[src/logic/vm16_pkg.sv]
// shared widths, depths and encodings of the vm16 core
// scratch memory answers 0x00 to tim_last, every other address goes out over APB
package vm16_pkg;

    localparam int data_width = 16;
    localparam int reg_count = 8;

    // instruction and scratch memory sizes
    localparam int instr_depth = 64;
    localparam int instr_aw = $clog2(instr_depth);
    localparam int tim_depth = 64;
    localparam int tim_aw = $clog2(tim_depth);
    localparam logic [data_width-1:0] tim_last = 16'h003f;

    typedef logic [data_width-1:0] word_t;
    typedef logic [$clog2(reg_count)-1:0] reg_sel_t;

    // major opcode in instr[15:11]
    typedef enum logic [4:0] {
        op_nop     = 5'd0,
        op_lw      = 5'd1,
        op_sw      = 5'd2,
        op_mov     = 5'd3,
        op_movi    = 5'd4,
        op_bit     = 5'd5,
        op_arith_u = 5'd6
    } opcode_t;

    // sub-functions of op_bit, taken from simm5
    localparam logic [4:0] bit_or    = 5'd0;
    localparam logic [4:0] bit_xor   = 5'd1;
    localparam logic [4:0] bit_and   = 5'd2;
    localparam logic [4:0] bit_not   = 5'd3;
    localparam logic [4:0] bit_lshft = 5'd4;
    localparam logic [4:0] bit_rshft = 5'd5;

    // sub-functions of op_arith_u
    localparam logic [4:0] arith_add = 5'd0;
    localparam logic [4:0] arith_sub = 5'd1;

    // operations the ALU knows about
    typedef enum logic [3:0] {
        alu_nop    = 4'd0,
        alu_pass_b = 4'd1,
        alu_or     = 4'd2,
        alu_xor    = 4'd3,
        alu_and    = 4'd4,
        alu_not    = 4'd5,
        alu_lshft  = 4'd6,
        alu_rshft  = 4'd7,
        alu_add    = 4'd8,
        alu_sub    = 4'd9,
        alu_bad    = 4'd10
    } alu_op_t;

endpackage

[src/logic/vm16_alu.sv]
// 16-bit unsigned ALU, a is the rd operand and b the ra operand or immediate
// shifts of 16 or more give zero, add and sub wrap
`timescale 1ns/10ps

module vm16_alu (
    input  vm16_pkg::alu_op_t op,
    input  vm16_pkg::word_t   a,
    input  vm16_pkg::word_t   b,
    output vm16_pkg::word_t   c
);
    import vm16_pkg::*;

    always_comb begin
        case (op)
            // moves and load/store addresses just forward b
            alu_pass_b: c = b;
            alu_or:     c = a | b;
            alu_xor:    c = a ^ b;
            alu_and:    c = a & b;
            alu_not:    c = ~b;
            // a shift amount past the word width clears everything
            alu_lshft:  c = a << b;
            alu_rshft:  c = a >> b;
            alu_add:    c = a + b;
            alu_sub:    c = a - b;
            alu_nop:    c = '0;
            alu_bad:    c = '0;
            default:    c = '0;
        endcase
    end

endmodule

[src/logic/vm16_bram.sv]
// single-port synchronous RAM, contents start at zero
// read data is registered and holds its old value during a write
`timescale 1ns/10ps

module vm16_bram #(
    parameter int depth = 64
) (
    input  logic                     clk,
    input  logic [$clog2(depth)-1:0] addr,
    input  vm16_pkg::word_t          wdata,
    input  logic                     we,
    output vm16_pkg::word_t          rdata
);
    import vm16_pkg::*;

    word_t mem [depth];

    initial begin
        for (int i = 0; i < depth; i++) begin
            mem[i] = '0;
        end
    end

    always_ff @(posedge clk) begin
        if (we) begin
            mem[addr] <= wdata;
        end else begin
            rdata <= mem[addr];
        end
    end

endmodule

[src/logic/vm16_core.sv]
// multi-cycle core: fetch, read rd, read ra, memory (LW/SW only), write-back
// the program port is ignored unless reset is high
`timescale 1ns/10ps

module vm16_core (
    input  logic                          clk,
    input  logic                          reset,
    input  logic                          prog_we,
    input  logic [vm16_pkg::instr_aw-1:0] prog_addr,
    input  vm16_pkg::word_t               prog_data,
    output logic [7:0]                    pc,
    output vm16_pkg::word_t               paddr,
    output logic                          pwrite,
    output logic                          psel,
    output logic                          penable,
    output vm16_pkg::word_t               pwdata,
    input  vm16_pkg::word_t               prdata,
    input  logic                          pready
);
    import vm16_pkg::*;

    typedef enum logic [2:0] {
        st_fetch,
        st_read_rd,
        st_read_ra,
        st_mem,
        st_wb
    } state_t;

    state_t state;
    logic [7:0] pc_q;
    word_t instr;
    word_t rdd;
    word_t rda;
    word_t mem_word;

    logic imem_we;
    logic [instr_aw-1:0] imem_addr;
    word_t imem_rdata;

    reg_sel_t rd;
    reg_sel_t ra;
    word_t imm8;
    word_t simm5;
    alu_op_t alu_op;
    logic has_imm8;
    logic has_we;
    logic has_mem;
    logic has_mem_we;

    reg_sel_t reg_rs;
    word_t reg_rdata;
    logic reg_we;
    word_t reg_wdata;
    word_t alu_c;

    logic mem_req;
    logic mem_we;
    logic mem_done;
    word_t mem_addr;
    word_t mem_rdata;

    // loader owns the instruction memory while reset is held
    assign imem_we   = prog_we && reset;
    assign imem_addr = imem_we ? prog_addr : pc_q[instr_aw-1:0];
    assign pc        = pc_q;

    always_ff @(posedge clk) begin
        if (reset) begin
            state   <= st_fetch;
            pc_q    <= '0;
            instr   <= '0;
            mem_req <= 1'b0;
        end else begin
            mem_req <= 1'b0;
            case (state)
                st_fetch: begin
                    instr <= imem_rdata;
                    // pc sticks at the last instruction slot
                    if (pc_q < 8'(instr_depth - 1)) begin
                        pc_q <= pc_q + 8'd1;
                    end
                    state <= st_read_rd;
                end
                st_read_rd: state <= st_read_ra;
                st_read_ra: begin
                    if (has_mem) begin
                        mem_req <= 1'b1;
                        state   <= st_mem;
                    end else begin
                        state <= st_wb;
                    end
                end
                st_mem: begin
                    if (mem_done) begin
                        state <= st_wb;
                    end
                end
                default: state <= st_fetch;
            endcase
        end
    end

    // operand and load-data registers
    always_ff @(posedge clk) begin
        if (state == st_read_rd) begin
            rdd <= reg_rdata;
        end
        if (state == st_read_ra) begin
            rda <= has_imm8 ? imm8 : reg_rdata;
        end
        if (state == st_mem && mem_done) begin
            mem_word <= mem_rdata;
        end
    end

    assign reg_rs    = (state == st_read_ra) ? ra : rd;
    assign reg_we    = has_we && (state == st_wb);
    assign reg_wdata = has_mem ? mem_word : alu_c;

    // alu passes the ra value through for LW and SW
    assign mem_addr = alu_c + simm5;
    assign mem_we   = has_mem_we && (state == st_mem);

    vm16_bram #(
        .depth (instr_depth)
    ) imem (
        .clk   (clk),
        .addr  (imem_addr),
        .wdata (prog_data),
        .we    (imem_we),
        .rdata (imem_rdata)
    );

    vm16_decode u_decode (
        .instr      (instr),
        .opcode     (),
        .rd         (rd),
        .ra         (ra),
        .imm8       (imm8),
        .simm5      (simm5),
        .alu_op     (alu_op),
        .has_imm8   (has_imm8),
        .has_we     (has_we),
        .has_mem    (has_mem),
        .has_mem_we (has_mem_we)
    );

    vm16_regfile u_regfile (
        .clk   (clk),
        .reset (reset),
        .rs    (reg_rs),
        .rdata (reg_rdata),
        .we    (reg_we),
        .ws    (rd),
        .wdata (reg_wdata)
    );

    vm16_alu u_alu (
        .op (alu_op),
        .a  (rdd),
        .b  (rda),
        .c  (alu_c)
    );

    vm16_mmu u_mmu (
        .clk     (clk),
        .reset   (reset),
        .req     (mem_req),
        .addr    (mem_addr),
        .wdata   (rdd),
        .we      (mem_we),
        .done    (mem_done),
        .rdata   (mem_rdata),
        .paddr   (paddr),
        .pwrite  (pwrite),
        .psel    (psel),
        .penable (penable),
        .pwdata  (pwdata),
        .prdata  (prdata),
        .pready  (pready)
    );

endmodule

[src/logic/vm16_decode.sv]
// purely combinational decode of one instruction word
// unknown opcodes decode as a NOP with every flag clear
`timescale 1ns/10ps

module vm16_decode (
    input  vm16_pkg::word_t    instr,
    output vm16_pkg::opcode_t  opcode,
    output vm16_pkg::reg_sel_t rd,
    output vm16_pkg::reg_sel_t ra,
    output vm16_pkg::word_t    imm8,
    output vm16_pkg::word_t    simm5,
    output vm16_pkg::alu_op_t  alu_op,
    output logic               has_imm8,
    output logic               has_we,
    output logic               has_mem,
    output logic               has_mem_we
);
    import vm16_pkg::*;

    logic [4:0] sub_fn;

    assign opcode = opcode_t'(instr[15:11]);
    assign rd     = instr[10:8];
    assign ra     = instr[7:5];
    assign imm8   = {8'h00, instr[7:0]};
    assign simm5  = {11'h000, instr[4:0]};
    assign sub_fn = instr[4:0];

    always_comb begin
        alu_op     = alu_nop;
        has_imm8   = 1'b0;
        has_we     = 1'b0;
        has_mem    = 1'b0;
        has_mem_we = 1'b0;
        case (opcode)
            op_nop: alu_op = alu_nop;
            op_lw: begin
                alu_op  = alu_pass_b;
                has_we  = 1'b1;
                has_mem = 1'b1;
            end
            op_sw: begin
                alu_op     = alu_pass_b;
                has_mem    = 1'b1;
                has_mem_we = 1'b1;
            end
            op_mov: begin
                alu_op = alu_pass_b;
                has_we = 1'b1;
            end
            op_movi: begin
                alu_op   = alu_pass_b;
                has_we   = 1'b1;
                has_imm8 = 1'b1;
            end
            op_bit: begin
                has_we = 1'b1;
                case (sub_fn)
                    bit_or:    alu_op = alu_or;
                    bit_xor:   alu_op = alu_xor;
                    bit_and:   alu_op = alu_and;
                    bit_not:   alu_op = alu_not;
                    bit_lshft: alu_op = alu_lshft;
                    bit_rshft: alu_op = alu_rshft;
                    default:   alu_op = alu_bad;
                endcase
            end
            op_arith_u: begin
                has_we = 1'b1;
                case (sub_fn)
                    arith_add: alu_op = alu_add;
                    arith_sub: alu_op = alu_sub;
                    default:   alu_op = alu_bad;
                endcase
            end
            default: alu_op = alu_nop;
        endcase
    end

endmodule

[src/logic/vm16_mmu.sv]
// addr, wdata and we must stay stable from req until done
// scratch accesses finish in one cycle, APB accesses wait on pready
`timescale 1ns/10ps

module vm16_mmu (
    input  logic            clk,
    input  logic            reset,
    input  logic            req,
    input  vm16_pkg::word_t addr,
    input  vm16_pkg::word_t wdata,
    input  logic            we,
    output logic            done,
    output vm16_pkg::word_t rdata,
    output vm16_pkg::word_t paddr,
    output logic            pwrite,
    output logic            psel,
    output logic            penable,
    output vm16_pkg::word_t pwdata,
    input  vm16_pkg::word_t prdata,
    input  logic            pready
);
    import vm16_pkg::*;

    typedef enum logic [1:0] {
        apb_idle,
        apb_setup,
        apb_access
    } apb_state_t;

    apb_state_t apb_state;
    logic tim_sel;
    logic tim_we;
    logic tim_done;
    logic apb_done;
    word_t tim_rdata;
    word_t apb_rdata;

    // the low window of the address map belongs to TIM0
    assign tim_sel = (addr <= tim_last);
    assign tim_we  = req && tim_sel && we;

    vm16_bram #(
        .depth (tim_depth)
    ) tim0 (
        .clk   (clk),
        .addr  (addr[tim_aw-1:0]),
        .wdata (wdata),
        .we    (tim_we),
        .rdata (tim_rdata)
    );

    always_ff @(posedge clk) begin
        if (reset) begin
            apb_state <= apb_idle;
            psel      <= 1'b0;
            penable   <= 1'b0;
            pwrite    <= 1'b0;
            tim_done  <= 1'b0;
            apb_done  <= 1'b0;
        end else begin
            tim_done <= req && tim_sel;
            apb_done <= 1'b0;
            case (apb_state)
                apb_idle: begin
                    if (req && !tim_sel) begin
                        psel      <= 1'b1;
                        pwrite    <= we;
                        apb_state <= apb_setup;
                    end
                end
                apb_setup: begin
                    penable   <= 1'b1;
                    apb_state <= apb_access;
                end
                apb_access: begin
                    // wait states simply hold everything
                    if (pready) begin
                        psel      <= 1'b0;
                        penable   <= 1'b0;
                        pwrite    <= 1'b0;
                        apb_done  <= 1'b1;
                        apb_state <= apb_idle;
                    end
                end
                default: apb_state <= apb_idle;
            endcase
        end
    end

    // bus payload, latched at the request and at completion
    always_ff @(posedge clk) begin
        if (apb_state == apb_idle && req && !tim_sel) begin
            paddr  <= addr;
            pwdata <= wdata;
        end
        if (apb_state == apb_access && pready) begin
            apb_rdata <= prdata;
        end
    end

    assign done  = tim_done || apb_done;
    assign rdata = tim_sel ? tim_rdata : apb_rdata;

endmodule

[src/logic/vm16_regfile.sv]
// eight general registers, entry i comes out of reset holding i
`timescale 1ns/10ps

module vm16_regfile (
    input  logic               clk,
    input  logic               reset,
    input  vm16_pkg::reg_sel_t rs,
    output vm16_pkg::word_t    rdata,
    input  logic               we,
    input  vm16_pkg::reg_sel_t ws,
    input  vm16_pkg::word_t    wdata
);
    import vm16_pkg::*;

    word_t regs [reg_count];

    always_ff @(posedge clk) begin
        if (reset) begin
            for (int i = 0; i < reg_count; i++) begin
                regs[i] <= word_t'(i);
            end
        end else if (we) begin
            regs[ws] <= wdata;
        end
    end

    // asynchronous read
    assign rdata = regs[rs];

endmodule

[config.mk]
export PLATFORM = sky130hd
export DESIGN_NAME = vm16_core
export DESIGN_NICKNAME = d
export VERILOG_FILES = /design/src/logic/vm16_pkg.sv /design/src/logic/vm16_alu.sv /design/src/logic/vm16_bram.sv /design/src/logic/vm16_core.sv /design/src/logic/vm16_decode.sv /design/src/logic/vm16_mmu.sv /design/src/logic/vm16_regfile.sv
export SDC_FILE = /design/constraint.sdc
export NUM_CORES = 2
export LEC_CHECK = 0
export BUFFER_PORTS_ARGS = -buffer_cell sky130_fd_sc_hd__buf_2
export CAP_MARGIN = 20
export CORE_AREA = 8 8 331 575
export CTS_BUF_LIST = sky130_fd_sc_hd__clkbuf_8
export CTS_CLUSTER_DIAMETER = 60
export DETAILED_ROUTE_END_ITERATION = 8
export DIE_AREA = 0 0 339 583
export PLACE_DENSITY_LB_ADDON = 0.08
export SLEW_MARGIN = 20
export SYNTH_ARGS = -nofsm -noshare
export SYNTH_HDL_FRONTEND = slang
export SYNTH_SLANG_ARGS = --single-unit
export TNS_END_PERCENT = 5
[constraint.sdc]
create_clock -name clk -period 10.3 [get_ports clk]
set_clock_uncertainty 0.2 [all_clocks]
set_input_delay 1.545 -clock clk [delete_from_list [all_inputs] [get_ports clk]]
set_output_delay 1.545 -clock clk [all_outputs]
set_load 0.02 [all_outputs]
==> summary.txt <==
Floorplanning
  • Core area: 0.182 mm2
  • # rows: 208
  • Die Area: 0.198 mm2
  • I/O pin cnt: 85
  • Chip height: 583 um
  • Die width: 339 um
  • Initial core utilization: 49.7%

Cells and area
  • Layout area overhead: 12.1%
  • Share of post-route cells with drive strength above 1: 15.7%
  • Non-Filler Instances: 8,644
  • NumNets Final: 6,055
  • Filler cells: 14,500
  • Design area: 0.102 mm2

Yosys
  • Top-count cell post-synth: edfxtp_1
  • Commonest cells in the netlist: edfxtp_1 (2,304), a22oi_1 (632), nand2_1 (376)
  • Count of different cell masters after synthesis: 91
  • Yosys reg bits: 2,339
  • Area of the mapped netlist: 0.0907 mm2
  • Largest area contributor in the netlist: edfxtp_1
  • Post-Synthesis Cells: 5,625
  • Top FF cell, synth: edfxtp_1
  • Number of enable flip-flop cells after synthesis: 2,304
  • Asr flop ratio synth: 0%
  • Synth top area share: 76.3%
  • Mapped Avg Cell Area: 16.1 um2
  • Synth warnings: 0
  • Post-synth net total: 5,723
  • Seq/Total Area, Yosys: 77.1%
  • Area contributors post-synth: edfxtp_1 (76%), a22oi_1 (5.2%), a22o_1 (1.6%)

Power
  • Power per cell area: 237 mW/mm2
  • Flop pwr share: 46.2%
  • Switching Fraction: 34.2%
  • Maximum VDD drop: 0.224 mV
  • NetSw: 8.23 mW
  • Internal: 15.9 mW
  • Pwr Total: 24.1 mW
  • Combinational Power Share: 25.5%
  • Clock share of power: 28.3%
  • Pleak: 32.4 nW

Global route
  • Vias in the first global route: 55,100
  • Largest net degree at the start of global routing: 108
  • Initial antenna violation count: 8
  • Grt ovf: 0
  • GRT Util Overall: 28.5%
  • Global-route wire length before repair: 410,000 um

STA
  • Pins Over Slew Limit: 0
  • Fin. Hold Viols: 0
  • Crit path time final: 8.58 ns
  • Max_slew headroom: 23.0%
  • Setup slack after layout: 1.72 ns
  • Worst slew pin tran: 1.12 ns
  • Final setup fails: 0
  • Setup_tns: 0 ns
  • Crit share post-route: 83.3%
  • Unrepaired setup endpoints after global routing: no
  • FMAX: 117 MHz

Route
  • Remaining antenna violation count: 0
  • Initial DRC count: 5,840
  • Remaining DRCs: 0
  • Vias: 55,600
  • Drt first pass iters: 6
  • Wire length per cell: 33.6 um
  • Total wire length: 291,000 um
  • DR vias/cell: 6.43

CTS
  • CTS Root Cell: clkbuf_8
  • Total CTS buffers: 338
  • Clock buffer depth: 4
  • Setup bufs post-CTS: 0
  • CTS resizes: 0
  • Clk slew on worst S/H paths: 0.07 ns
  • CTS tree: yes
  • Sink Count: 2,339
  • Clk_lat worst skew: 0.96 ns
  • Post-CTS Hold Fix Bufs: 0
  • H-tree depth: 5

Critical path
  • R2R cell count: 24
  • Required @ worst endpoint: 10.69 ns
  • Crit path max fanout: 37
  • Critical Path End Type: register
  • Critical path type: register to register
  • CP Launch Type: register
  • Data arrival, critical path: 8.97 ns

Place
  • Post-placement setup slack: 1.74 ns
  • Dpl cell area: 0.0956 mm2
  • Final Wtd Congestion: 0.930
  • Post-DP HPWL: 177,000 um
  • Placed cells: 8,030
  • Number of I/O port buffers: 84

Status
  • Status: finished clean

Worst hold path
  • Hold Path Cell Cnt: 1
  • Hold WC Path Type: register to register

Job
  • Max-Cap Viols: 0
==> final cells by class <==
type                       count  area [um2]  share of cell area (%)
antenna                        6        15.0                  0.0148
clock buffer                 346        4760                    4.68
clock inverter               260        1280                    1.26
inverter                      59         221                   0.218
multi-input combinational   2857       19800                    19.5
sequential                  2339       69900                    68.7
tap                         2415        3020                    2.97
timing repair buffer         362        2660                    2.62
==> layer usage <==
layer	up-vias	part of all wire, %	GRT usage [%]
li1	23700	-	-
met1	28700	36	34.1
met2	2567	50	49.1
met3	634	6.3	3.84
met4	2	7.0	17.1
met5	-	0.0041	0
==> path summary, 6_finish.rpt <==
path / startpoint / endpoint / slack [ns]
max: instr[1] / u_mmu.tim0.mem[4][4] / 1.72
min: pc[7] / pc[7] / 0.29
max reg2reg: instr[1] / u_mmu.tim0.mem[4][4] / 1.72
min reg2reg: pc[7] / pc[7] / 0.29
==> state kept, by name, summed over array words and instances, names as in the netlist, 8 cells and up <==
register	cells
rda	16
mem_word	16
instr	16
u_regfile.regs	128
pc	8
rdd	16
u_mmu.pwdata	16
u_mmu.tim0.rdata	16
imem.rdata	16
u_mmu.tim0.mem	1024
u_mmu.apb_rdata	16
imem.mem	1024
u_mmu.paddr	16
==> power by group through the flow <==
stage	clock network (mW)	logic [mW]	registers (mW)
after CTS	6.93	6.12	11.1
after global placement	0	6.07	11.3
final	6.82	6.16	11.1
after floorplan	0	3.13	11.3
after global routing	7.31	6.41	11.1
after detailed placement	0	6.10	11.3
==> worst max-delay path, cell delays in order, from the launching register on <==
cell	delay (ns)
dfxtp_1	0.30
buf_4	0.26
nor4b_2	0.55
o311a_1	0.30
a21o_1	0.53
nand2_1	0.39
a21oi_1	0.35
fa_1	0.48
nand2_1	0.07
o21ai_0	0.11
a221oi_1	0.27
o221ai_1	0.34
fa_1	0.51
a21o_1	0.18
a21oi_1	0.39
nor2b_1	0.13
o221a_2	0.31
nor3b_2	0.18
or3b_2	0.50
a2bb2oi_2	0.37
nand4_1	0.15
buf_4	0.22
buf_4	0.31
nor3_2	0.56
buf_4	0.30
==> metrics by stage <==
step	hold slack, ns	util, %
after floorplan	0.234	-
after global placement	0.272	52.4
after detailed placement	0.278	52.4
after CTS	0.289	55.7
after global routing	0.294	55.7
final	0.289	55.7
==> cells by family (layout without fill, tap and decap cells) <==
family                   Yosys count  after routing  synth area share [%]
AO/OA/AOI/OAI                   1544           1544                  12.7
XOR/XNOR                          34             34                 0.337
adder cells (fa/ha/maj)           56             56                 0.789
buffers and inverters            429           1027                  1.81
flip-flops                      2339           2339                  77.1
multiplexers                     100            100                  1.42
other                              0              6                     0
AND/OR/NAND/NOR                 1123           1123                  5.85
==> cell usage in the layout, fill, tap and decap left out, types with 25 or more instances in the layout <==
| master | n |
|---|---|
| a21oi_1 | 113 |
| a221oi_1 | 153 |
| a222oi_1 | 49 |
| a22o_1 | 169 |
| a22oi_1 | 632 |
| a31oi_1 | 97 |
| a41oi_1 | 35 |
| buf_2 | 82 |
| buf_4 | 267 |
| clkbuf_8 | 346 |
| clkinv_1 | 104 |
| clkinv_2 | 41 |
| dfxtp_1 | 35 |
| edfxtp_1 | 2304 |
| ha_1 | 54 |
| inv_1 | 145 |
| mux2_2 | 25 |
| mux2i_1 | 40 |
| nand2_1 | 374 |
| nand2b_1 | 28 |
| nand3_1 | 88 |
| nand4_1 | 119 |
| nor2_1 | 272 |
| nor3_1 | 28 |
| nor3_2 | 67 |
| o211ai_1 | 31 |
| o21ai_0 | 130 |
| xnor2_1 | 26 |
No activity file was read; power rests on OpenSTA's default activity.
